<file path="src/hw/hc_bus_pkg.sv">
// Host bus types shared by the host channel driver: data lines, addresses and inbound messages
package hc_bus_pkg;

    // =====================================================================
    // Data lines and addresses
    // =====================================================================

    // One data line carries a full 64-bit payload
    localparam int LINE_W = 64;

    typedef logic [LINE_W-1:0] t_hc_line;

    // Host write addresses count in whole lines
    typedef logic [31:0] t_hc_addr;

    // =====================================================================
    // Inbound messages
    // =====================================================================

    // The kind bit says how the message word must be read
    typedef logic t_hc_msg_kind;

    localparam t_hc_msg_kind HC_KIND_CSR  = 1'b0;
    localparam t_hc_msg_kind HC_KIND_RESP = 1'b1;

    // A control register write packs the register address above its value
    typedef struct packed
    {
        logic [15:0] addr;
        logic [47:0] value;
    } t_hc_csr_wr;

    // The same 64-bit word is either a register write or a read response line
    typedef union packed
    {
        t_hc_csr_wr csr;
        t_hc_line   line;
    } t_hc_msg;

endpackage

</file>
<file path="src/hw/hc_csr_pkg.sv">
// Control register map of the host channel driver and the driver mode encoding
package hc_csr_pkg;

    // =====================================================================
    // Register offsets from the control register base
    // =====================================================================

    // Mode register, bit 0 selects pass-through or loopback
    localparam logic [15:0] HC_CSR_MODE = 16'h0000;

    // Buffer base register, the low 32 bits give the first write address
    localparam logic [15:0] HC_CSR_BUF_BASE = 16'h0001;

    // =====================================================================
    // Driver mode
    // =====================================================================

    // Pass-through connects host and client, loopback turns read
    // responses straight around into host writes
    typedef enum logic
    {
        HC_PASS = 1'b0,
        HC_LOOP = 1'b1
    } t_hc_mode;

endpackage

</file>
<file path="src/hw/hc_line_if.sv">
// Valid/ready channel that moves one data line between host channel driver blocks
interface hc_line_if import hc_bus_pkg::*; ();

    // A line moves in every cycle where valid and ready are both high
    logic     valid;
    logic     ready;
    t_hc_line data;

    // The source holds valid and data steady until the sink takes the line
    modport source
    (
        output valid,
        output data,
        input  ready
    );

    // The sink only answers with ready
    modport sink
    (
        input  valid,
        input  data,
        output ready
    );

endinterface

</file>
<file path="src/hw/hc_csr_decode.sv">
// Decode stage that registers inbound host messages, splits them by kind and holds the CSRs
module hc_csr_decode import hc_bus_pkg::*, hc_csr_pkg::*;
#(
    // Start of the control register region on the host bus
    parameter logic [15:0] CSR_BASE_ADDR = 16'h0100
)
(
    input  logic         clk,
    input  logic         reset,

    input  logic         rx_valid,
    input  t_hc_msg_kind rx_kind,
    input  t_hc_msg      rx_msg,

    hc_line_if.source    resp,

    output t_hc_mode     mode,
    output t_hc_addr     buf_base,
    output logic         base_written
);

    // =====================================================================
    // Inbound message register
    // =====================================================================

    logic         msg_valid_q;
    t_hc_msg_kind msg_kind_q;
    t_hc_msg      msg_q;

    // A registered response that has not been taken yet must stay put
    logic resp_stall;

    assign resp_stall = resp.valid && !resp.ready;

    always_ff @(posedge clk)
    begin
        if (reset)
        begin
            msg_valid_q <= 1'b0;
        end
        else if (!resp_stall)
        begin
            msg_valid_q <= rx_valid;
        end
    end

    // Payload of the stage needs no reset, the valid bit qualifies it
    always_ff @(posedge clk)
    begin
        if (!resp_stall)
        begin
            msg_kind_q <= rx_kind;
            msg_q      <= rx_msg;
        end
    end

    // =====================================================================
    // Read responses
    // =====================================================================

    // A read response is the message word read as a data line
    assign resp.valid = msg_valid_q && (msg_kind_q == HC_KIND_RESP);
    assign resp.data  = msg_q.line;

    // =====================================================================
    // Control registers
    // =====================================================================

    logic csr_write;
    logic hit_mode;
    logic hit_base;

    // The same word read as a register write, only for the CSR kind
    assign csr_write = msg_valid_q && (msg_kind_q == HC_KIND_CSR);
    assign hit_mode  = csr_write && (msg_q.csr.addr == CSR_BASE_ADDR + HC_CSR_MODE);
    assign hit_base  = csr_write && (msg_q.csr.addr == CSR_BASE_ADDR + HC_CSR_BUF_BASE);

    // Writes to any other address fall through without effect
    always_ff @(posedge clk)
    begin
        if (reset)
        begin
            mode         <= HC_PASS;
            buf_base     <= '0;
            base_written <= 1'b0;
        end
        else
        begin
            if (hit_mode)
            begin
                mode <= t_hc_mode'(msg_q.csr.value[0]);
            end

            if (hit_base)
            begin
                buf_base <= msg_q.csr.value[31:0];
            end

            // Pulses in the same cycle the new base becomes visible
            base_written <= hit_base;
        end
    end

endmodule

</file>
<file path="src/hw/hc_fifo_from_host.sv">
// Execute stage FIFO that buffers read response lines until the client drains them
module hc_fifo_from_host import hc_bus_pkg::*;
#(
    // Number of lines held, must be a power of two
    parameter int FIFO_DEPTH = 8
)
(
    input  logic     clk,
    input  logic     reset,

    hc_line_if.sink  in,

    output t_hc_line out_data,
    output logic     out_rdy,
    input  logic     out_enable
);

    localparam int PTR_W = $clog2(FIFO_DEPTH);

    // =====================================================================
    // Storage and pointers
    // =====================================================================

    t_hc_line mem [FIFO_DEPTH];

    // Pointers wrap on their own since the depth is a power of two
    logic [PTR_W-1:0] wr_ptr;
    logic [PTR_W-1:0] rd_ptr;
    logic [PTR_W:0]   count;

    logic push;
    logic pop;

    // Ready drops only when every slot holds a line
    assign in.ready = (count != (PTR_W + 1)'(FIFO_DEPTH));
    assign push     = in.valid && in.ready;

    // The client sees the head line and pops it in the same cycle
    assign out_rdy  = (count != '0);
    assign out_data = mem[rd_ptr];
    assign pop      = out_enable && out_rdy;

    always_ff @(posedge clk)
    begin
        if (push)
        begin
            mem[wr_ptr] <= in.data;
        end
    end

    // =====================================================================
    // Occupancy tracking
    // =====================================================================

    always_ff @(posedge clk)
    begin
        if (reset)
        begin
            wr_ptr <= '0;
            rd_ptr <= '0;
            count  <= '0;
        end
        else
        begin
            if (push)
            begin
                wr_ptr <= wr_ptr + 1'b1;
            end

            if (pop)
            begin
                rd_ptr <= rd_ptr + 1'b1;
            end

            // Simultaneous push and pop leaves the count alone
            if (push && !pop)
            begin
                count <= count + 1'b1;
            end
            else if (pop && !push)
            begin
                count <= count - 1'b1;
            end
        end
    end

endmodule

</file>
<file path="src/hw/hc_fifo_to_host.sv">
// Result stage FIFO that buffers outgoing lines and issues registered host write requests
module hc_fifo_to_host import hc_bus_pkg::*;
#(
    // Number of lines held, must be a power of two
    parameter int FIFO_DEPTH = 8
)
(
    input  logic     clk,
    input  logic     reset,

    hc_line_if.sink  in,

    input  t_hc_addr buf_base,
    input  logic     base_written,

    input  logic     almost_full,
    output logic     tx_valid,
    output t_hc_addr tx_addr,
    output t_hc_line tx_data
);

    localparam int PTR_W = $clog2(FIFO_DEPTH);

    // =====================================================================
    // Storage and pointers
    // =====================================================================

    t_hc_line mem [FIFO_DEPTH];

    logic [PTR_W-1:0] wr_ptr;
    logic [PTR_W-1:0] rd_ptr;
    logic [PTR_W:0]   count;

    logic push;
    logic pop;

    // Host back-pressure seen one cycle late
    logic almost_full_q;

    assign in.ready = (count != (PTR_W + 1)'(FIFO_DEPTH));
    assign push     = in.valid && in.ready;

    // With the flag registered one request can still slip out after it rises
    assign pop = (count != '0) && !almost_full_q;

    always_ff @(posedge clk)
    begin
        if (push)
        begin
            mem[wr_ptr] <= in.data;
        end
    end

    always_ff @(posedge clk)
    begin
        if (reset)
        begin
            wr_ptr        <= '0;
            rd_ptr        <= '0;
            count         <= '0;
            almost_full_q <= 1'b0;
        end
        else
        begin
            almost_full_q <= almost_full;

            if (push)
            begin
                wr_ptr <= wr_ptr + 1'b1;
            end

            if (pop)
            begin
                rd_ptr <= rd_ptr + 1'b1;
            end

            if (push && !pop)
            begin
                count <= count + 1'b1;
            end
            else if (pop && !push)
            begin
                count <= count - 1'b1;
            end
        end
    end

    // =====================================================================
    // Write addressing and host request register
    // =====================================================================

    t_hc_addr line_idx;
    t_hc_addr cur_idx;

    // A fresh base restarts numbering, even for a write leaving this cycle
    assign cur_idx = base_written ? '0 : line_idx;

    always_ff @(posedge clk)
    begin
        if (reset)
        begin
            tx_valid <= 1'b0;
            line_idx <= '0;
        end
        else
        begin
            tx_valid <= pop;

            if (pop)
            begin
                line_idx <= cur_idx + 1'b1;
            end
            else if (base_written)
            begin
                line_idx <= '0;
            end
        end
    end

    // Address and data are qualified by tx_valid
    always_ff @(posedge clk)
    begin
        if (pop)
        begin
            tx_addr <= buf_base + cur_idx;
            tx_data <= mem[rd_ptr];
        end
    end

endmodule

</file>
<file path="src/hw/hc_root.sv">
// Top level of the host channel driver, joining decode, routing and both FIFOs to plain ports
module hc_root import hc_bus_pkg::*, hc_csr_pkg::*;
#(
    parameter logic [15:0] CSR_BASE_ADDR = 16'h0100,
    parameter int          FIFO_DEPTH    = 8
)
(
    input  logic         clk,
    input  logic         reset,

    // Inbound host messages
    input  logic         rx_valid,
    input  t_hc_msg_kind rx_kind,
    input  t_hc_msg      rx_msg,

    // Outbound host write requests
    output logic         tx_valid,
    output t_hc_addr     tx_addr,
    output t_hc_line     tx_data,
    input  logic         tx_almost_full,

    // Client receive FIFO
    output t_hc_line     rx_fifo_data,
    output logic         rx_fifo_rdy,
    input  logic         rx_fifo_enable,

    // Client transmit FIFO
    input  t_hc_line     tx_fifo_data,
    output logic         tx_fifo_rdy,
    input  logic         tx_fifo_enable
);

    // =====================================================================
    // Internal line channels
    // =====================================================================

    hc_line_if resp_line ();
    hc_line_if rx_line ();
    hc_line_if client_tx_line ();
    hc_line_if out_line ();

    t_hc_mode mode;
    t_hc_addr buf_base;
    logic     base_written;

    // The client enable doubles as valid since it only fires while ready
    assign client_tx_line.valid = tx_fifo_enable;
    assign client_tx_line.data  = tx_fifo_data;
    assign tx_fifo_rdy          = client_tx_line.ready;

    // =====================================================================
    // Driver blocks
    // =====================================================================

    hc_csr_decode #(
        .CSR_BASE_ADDR (CSR_BASE_ADDR)
    ) csr_decode (
        .clk          (clk),
        .reset        (reset),
        .rx_valid     (rx_valid),
        .rx_kind      (rx_kind),
        .rx_msg       (rx_msg),
        .resp         (resp_line.source),
        .mode         (mode),
        .buf_base     (buf_base),
        .base_written (base_written)
    );

    // Mode decides where responses and client lines end up
    hc_tester tester (
        .mode      (mode),
        .resp      (resp_line.sink),
        .client_tx (client_tx_line.sink),
        .to_client (rx_line.source),
        .to_host   (out_line.source)
    );

    hc_fifo_from_host #(
        .FIFO_DEPTH (FIFO_DEPTH)
    ) fifo_from_host (
        .clk        (clk),
        .reset      (reset),
        .in         (rx_line.sink),
        .out_data   (rx_fifo_data),
        .out_rdy    (rx_fifo_rdy),
        .out_enable (rx_fifo_enable)
    );

    hc_fifo_to_host #(
        .FIFO_DEPTH (FIFO_DEPTH)
    ) fifo_to_host (
        .clk          (clk),
        .reset        (reset),
        .in           (out_line.sink),
        .buf_base     (buf_base),
        .base_written (base_written),
        .almost_full  (tx_almost_full),
        .tx_valid     (tx_valid),
        .tx_addr      (tx_addr),
        .tx_data      (tx_data)
    );

endmodule

</file>
<file path="src/hw/hc_tester.sv">
// Execute stage router that steers lines for pass-through or loopback operation
module hc_tester import hc_csr_pkg::*;
(
    input  t_hc_mode  mode,

    hc_line_if.sink   resp,
    hc_line_if.sink   client_tx,

    hc_line_if.source to_client,
    hc_line_if.source to_host
);

    // Purely combinational, ready follows whichever path is active
    always_comb
    begin
        // Idle defaults keep both outputs quiet and both inputs stalled
        to_client.valid = 1'b0;
        to_client.data  = resp.data;
        to_host.valid   = 1'b0;
        to_host.data    = client_tx.data;
        resp.ready      = 1'b0;
        client_tx.ready = 1'b0;

        if (mode == HC_PASS)
        begin
            // Read responses go to the client
            to_client.valid = resp.valid;
            resp.ready      = to_client.ready;

            // Client lines go out to the host
            to_host.valid   = client_tx.valid;
            client_tx.ready = to_host.ready;
        end
        else
        begin
            // Responses turn around toward the host, the client sees nothing
            // and its transmit side stays blocked
            to_host.valid = resp.valid;
            to_host.data  = resp.data;
            resp.ready    = to_host.ready;
        end
    end

endmodule

</file>
<file path="config.mk">
export PLATFORM = sky130hd
export DESIGN_NAME = hc_root
export DESIGN_NICKNAME = d
export VERILOG_FILES = /design/src/hw/hc_bus_pkg.sv /design/src/hw/hc_csr_pkg.sv /design/src/hw/hc_line_if.sv /design/src/hw/hc_csr_decode.sv /design/src/hw/hc_fifo_from_host.sv /design/src/hw/hc_fifo_to_host.sv /design/src/hw/hc_root.sv /design/src/hw/hc_tester.sv
export SDC_FILE = /design/constraint.sdc
export NUM_CORES = 1
export LEC_CHECK = 0
export BUFFER_PORTS_ARGS = -buffer_cell sky130_fd_sc_hd__buf_4
export CORE_UTILIZATION = 40
export DETAILED_ROUTE_END_ITERATION = 10
export GPL_TIMING_DRIVEN = 0
export PLACE_DENSITY = 0.6
export SLEW_MARGIN = 20
export SYNTH_ARGS = -nofsm -noshare
export SYNTH_HDL_FRONTEND = slang
export SYNTH_SLANG_ARGS = --single-unit
export TNS_END_PERCENT = 100
</file>
<file path="constraint.sdc">
create_clock -name clk -period 12.4 [get_ports clk]
set_input_delay 2.48 -clock clk [delete_from_list [all_inputs] [get_ports clk]]
set_output_delay 2.48 -clock clk [all_outputs]
set_load 0.03 [all_outputs]
</file>
==> results.yml <==
die:
  die_height_um: 358.7
  die_width_um: 358.7
  core_area_mm2: 0.1259
  start_util_pct: 40.43
  rows: 130
  io_pins: 298
  dieArea_mm2: 0.1287
clock_network:
  root_buffer: "clkbuf_16"
  cts_resized: 0
  h-tree-depth: 4
  cts.sinks: 1277
  clock_path_buffers: 3
  clk_pin_slew_ns: 0.06
  numCtsBuffers: 135
  clk_latency_ns: 0.76
  cts_tree: "yes"
  postCtsSetupBuffers: 0
  postCtsHoldBufs: 0
global_routing:
  grt_pass1_wl_mm: 195.3
  track_usage_pct: 21.37
  grt_pass1_vias: 27987
  antenna_found_initial: 14
  grt-ovfl-total: 0
  grt_max_degree: 34
critical_path:
  crit_required_ns: 9.92
  cp_max_fo: 10
  start_kind: "flop"
  end_kind: "output port"
  cp_data_arrival_time_ns: 3.80
  worstSetupPathType: "reg2out"
job:
  drv_cap: 0
synthesis:
  synth_common_cells: "1185 x edfxtp_1, 256 x mux4_2, 192 x mux2_2"
  netlist-cell-type-count: 80
  synth.most_common_cell: "edfxtp_1"
  synthFlopType: "edfxtp_1"
  yosysSeqAreaShare_pct: 73.54
  synth_area_leaders: "edfxtp_1 70%, mux4_2 11%, mux2_2 4.2%, dfxtp_1 3.6%, xnor2_1 1.2%"
  synth_edf_count: 1185
  synth_top_area_share_pct: 69.92
  async_flop_share_pct: 0
  synth_area_mm2: 0.05089
  ys_ff_latch: 1277
  syn_inst: 2662
  syn_avg_cell_area_um2: 19.12
  ys_warn_count: 0
  syn-num-nets: 2818
  synth_area_leader_cell: "edfxtp_1"
finish:
  nets: 3374
  syn_to_final_growth_pct: 20.16
  post-route-cell-area_mm2: 0.06116
  final_cells: 4982
  n_fill_cell: 10491
  final_core_util_pct: 48.58
  drive_gt1_share_pct: 33.79
placed_design:
  pre_cts_ws_ns: 6.688
  port_buffers: 297
  hpwlAfterDp_mm: 95.45
  place_area_mm2: 0.05692
  gp_congestion: 0.8430
  placed_cells: 4730
timing:
  period_needed_ns: 6.282
  timing.hold.ws_ns: 0.4768
  period_share_pct: 50.66
  hold_viol_final: 0
  finalSetupViolCount: 0
  skew_ns: 0.03244
  worst_pin_slew_ns: 1.101
  drv_slew: 0
  setup_ws_ns: 6.118
  fmax_mhz: 159.2
  slew_headroom_pct: 26.60
  rsz0062_at_grt: "false"
route:
  post-route-drc-count: 0
  ant_nets: 0
  wl_mm: 137.0
  drt_iter0_drc: 2770
  drt-wirelength-per-cell_um: 27.51
  drt_pre_antenna_iters: 5
  routed_via_density: 5.529
  vias: 27546
run_status:
  outcome: "completed"
pwr:
  peakVddDrop_mv: 0.1544
  power_leakage_uw: 0.01993
  power.density_mw_per_mm2: 189.0
worst_hold_path:
  hp-class: "reg2reg"
[final cells by class]
| cell class | count | area, um2 | area share, % |
|---|---|---|---|
| diodes | 6 | 15.01 | 0.02455 |
| plain buffers | 157 | 641.9 | 1.050 |
| clock buffers | 178 | 3696 | 6.044 |
| clock inverters | 67 | 509.2 | 0.8327 |
| inverters | 27 | 101.3 | 0.1657 |
| multi-input cells | 1201 | 12850 | 21.01 |
| flip-flops and latches | 1277 | 37430 | 61.20 |
| well taps | 1650 | 2064 | 3.376 |
| repair buffers | 419 | 3851 | 6.297 |
[state kept, by name, indices dropped and copies added (netlist names), named ones only]
name	count
csr_decode.base_written	1
csr_decode.buf_base	32
csr_decode.mode	1
csr_decode.msg_kind_q	1
csr_decode.msg_valid_q	1
csr_decode.resp.data	64
fifo_from_host.count	4
fifo_from_host.mem	512
fifo_from_host.rd_ptr	3
fifo_from_host.wr_ptr	3
fifo_to_host.almost_full_q	1
fifo_to_host.count	4
fifo_to_host.line_idx	32
fifo_to_host.mem	512
fifo_to_host.rd_ptr	3
fifo_to_host.tx_addr	32
fifo_to_host.tx_data	64
fifo_to_host.tx_valid	1
fifo_to_host.wr_ptr	3
[cells in the final DEF (no fill, tap or decap), types with 10 or more instances in the layout]
cell type  instances
a21o_1            15
a21oi_1           86
a31oi_1           16
buf_1             28
buf_12            11
buf_16            25
buf_2             24
buf_4            368
buf_6             19
clkbuf_1         131
clkbuf_16        140
clkinv_1          24
clkinv_2          19
dfxtp_1           92
edfxtp_1        1185
ha_1              19
inv_1             26
mux2_2           192
mux4_2           256
nand2_1          125
nand2b_1          18
nand3_1           19
nor2_1            98
nor2b_1           20
nor3_1            11
nor4bb_1          10
o211ai_1          15
o21ai_0           31
xnor2_1           68
xor2_1            37
[power breakdown]
group	leakage [uW]	switching [uW]	internal, uW
sequential	0.0116	166	5070
clock	0.00205	1650	2210
combinational	0.00625	1420	1050
total	0.0199	3240	8320
[cell families after synthesis]
| logic type | count (synthesis) | share of synthesized area, % |
|---|---|---|
| DFF | 1277 | 73.54 |
| muxes | 455 | 15.71 |
| and+or+nand+nor | 381 | 3.707 |
| AOI/OAI and AO/OA | 232 | 3.076 |
| buffers and inverters | 184 | 1.448 |
| xor gates and xnor gates | 106 | 1.854 |
| adders and majority gates | 27 | 0.6638 |
[worst max-delay path, cell delays in order, from the launching register on]
cell and delay [ns]:
dfxtp_1 0.32, clkbuf_1 0.79, buf_1 0.80, mux4_2 0.60, mux2_2 0.34, buf_4 0.19
[stage by stage]
step                      power (uW)  setup TNS (ns)
after global routing           11970               0
after global placement          7807         -847.63
after CTS                      11700               0
after floorplan                 6839               0
final                          11560               0
after detailed placement        7833               0
[per-layer routing]
metal  vias up  wire (um)  GRT usage (%)
met5         -         73              0
met4        12       2856          5.729
met1     14465      57090          29.01
met3       188      10630          4.817
met2      1067      66380          34.69
li1      11814          -              -
[path summary, 6_finish.rpt]
kind / startpoint / depth (start not counted) / slack, ns / to
setup / recovery: flop / 5 / 6.12 / rx_fifo_data[13]
hold / removal: csr_decode.buf_base[25] / 2 / 0.48 / csr_decode.buf_base[25]
setup reg to reg: csr_decode.base_written / 15 / 6.62 / fifo_to_host.tx_addr[29]
hold reg to reg: csr_decode.buf_base[25] / 2 / 0.48 / csr_decode.buf_base[25]
Note: power is estimated with default switching activity, not from simulation.
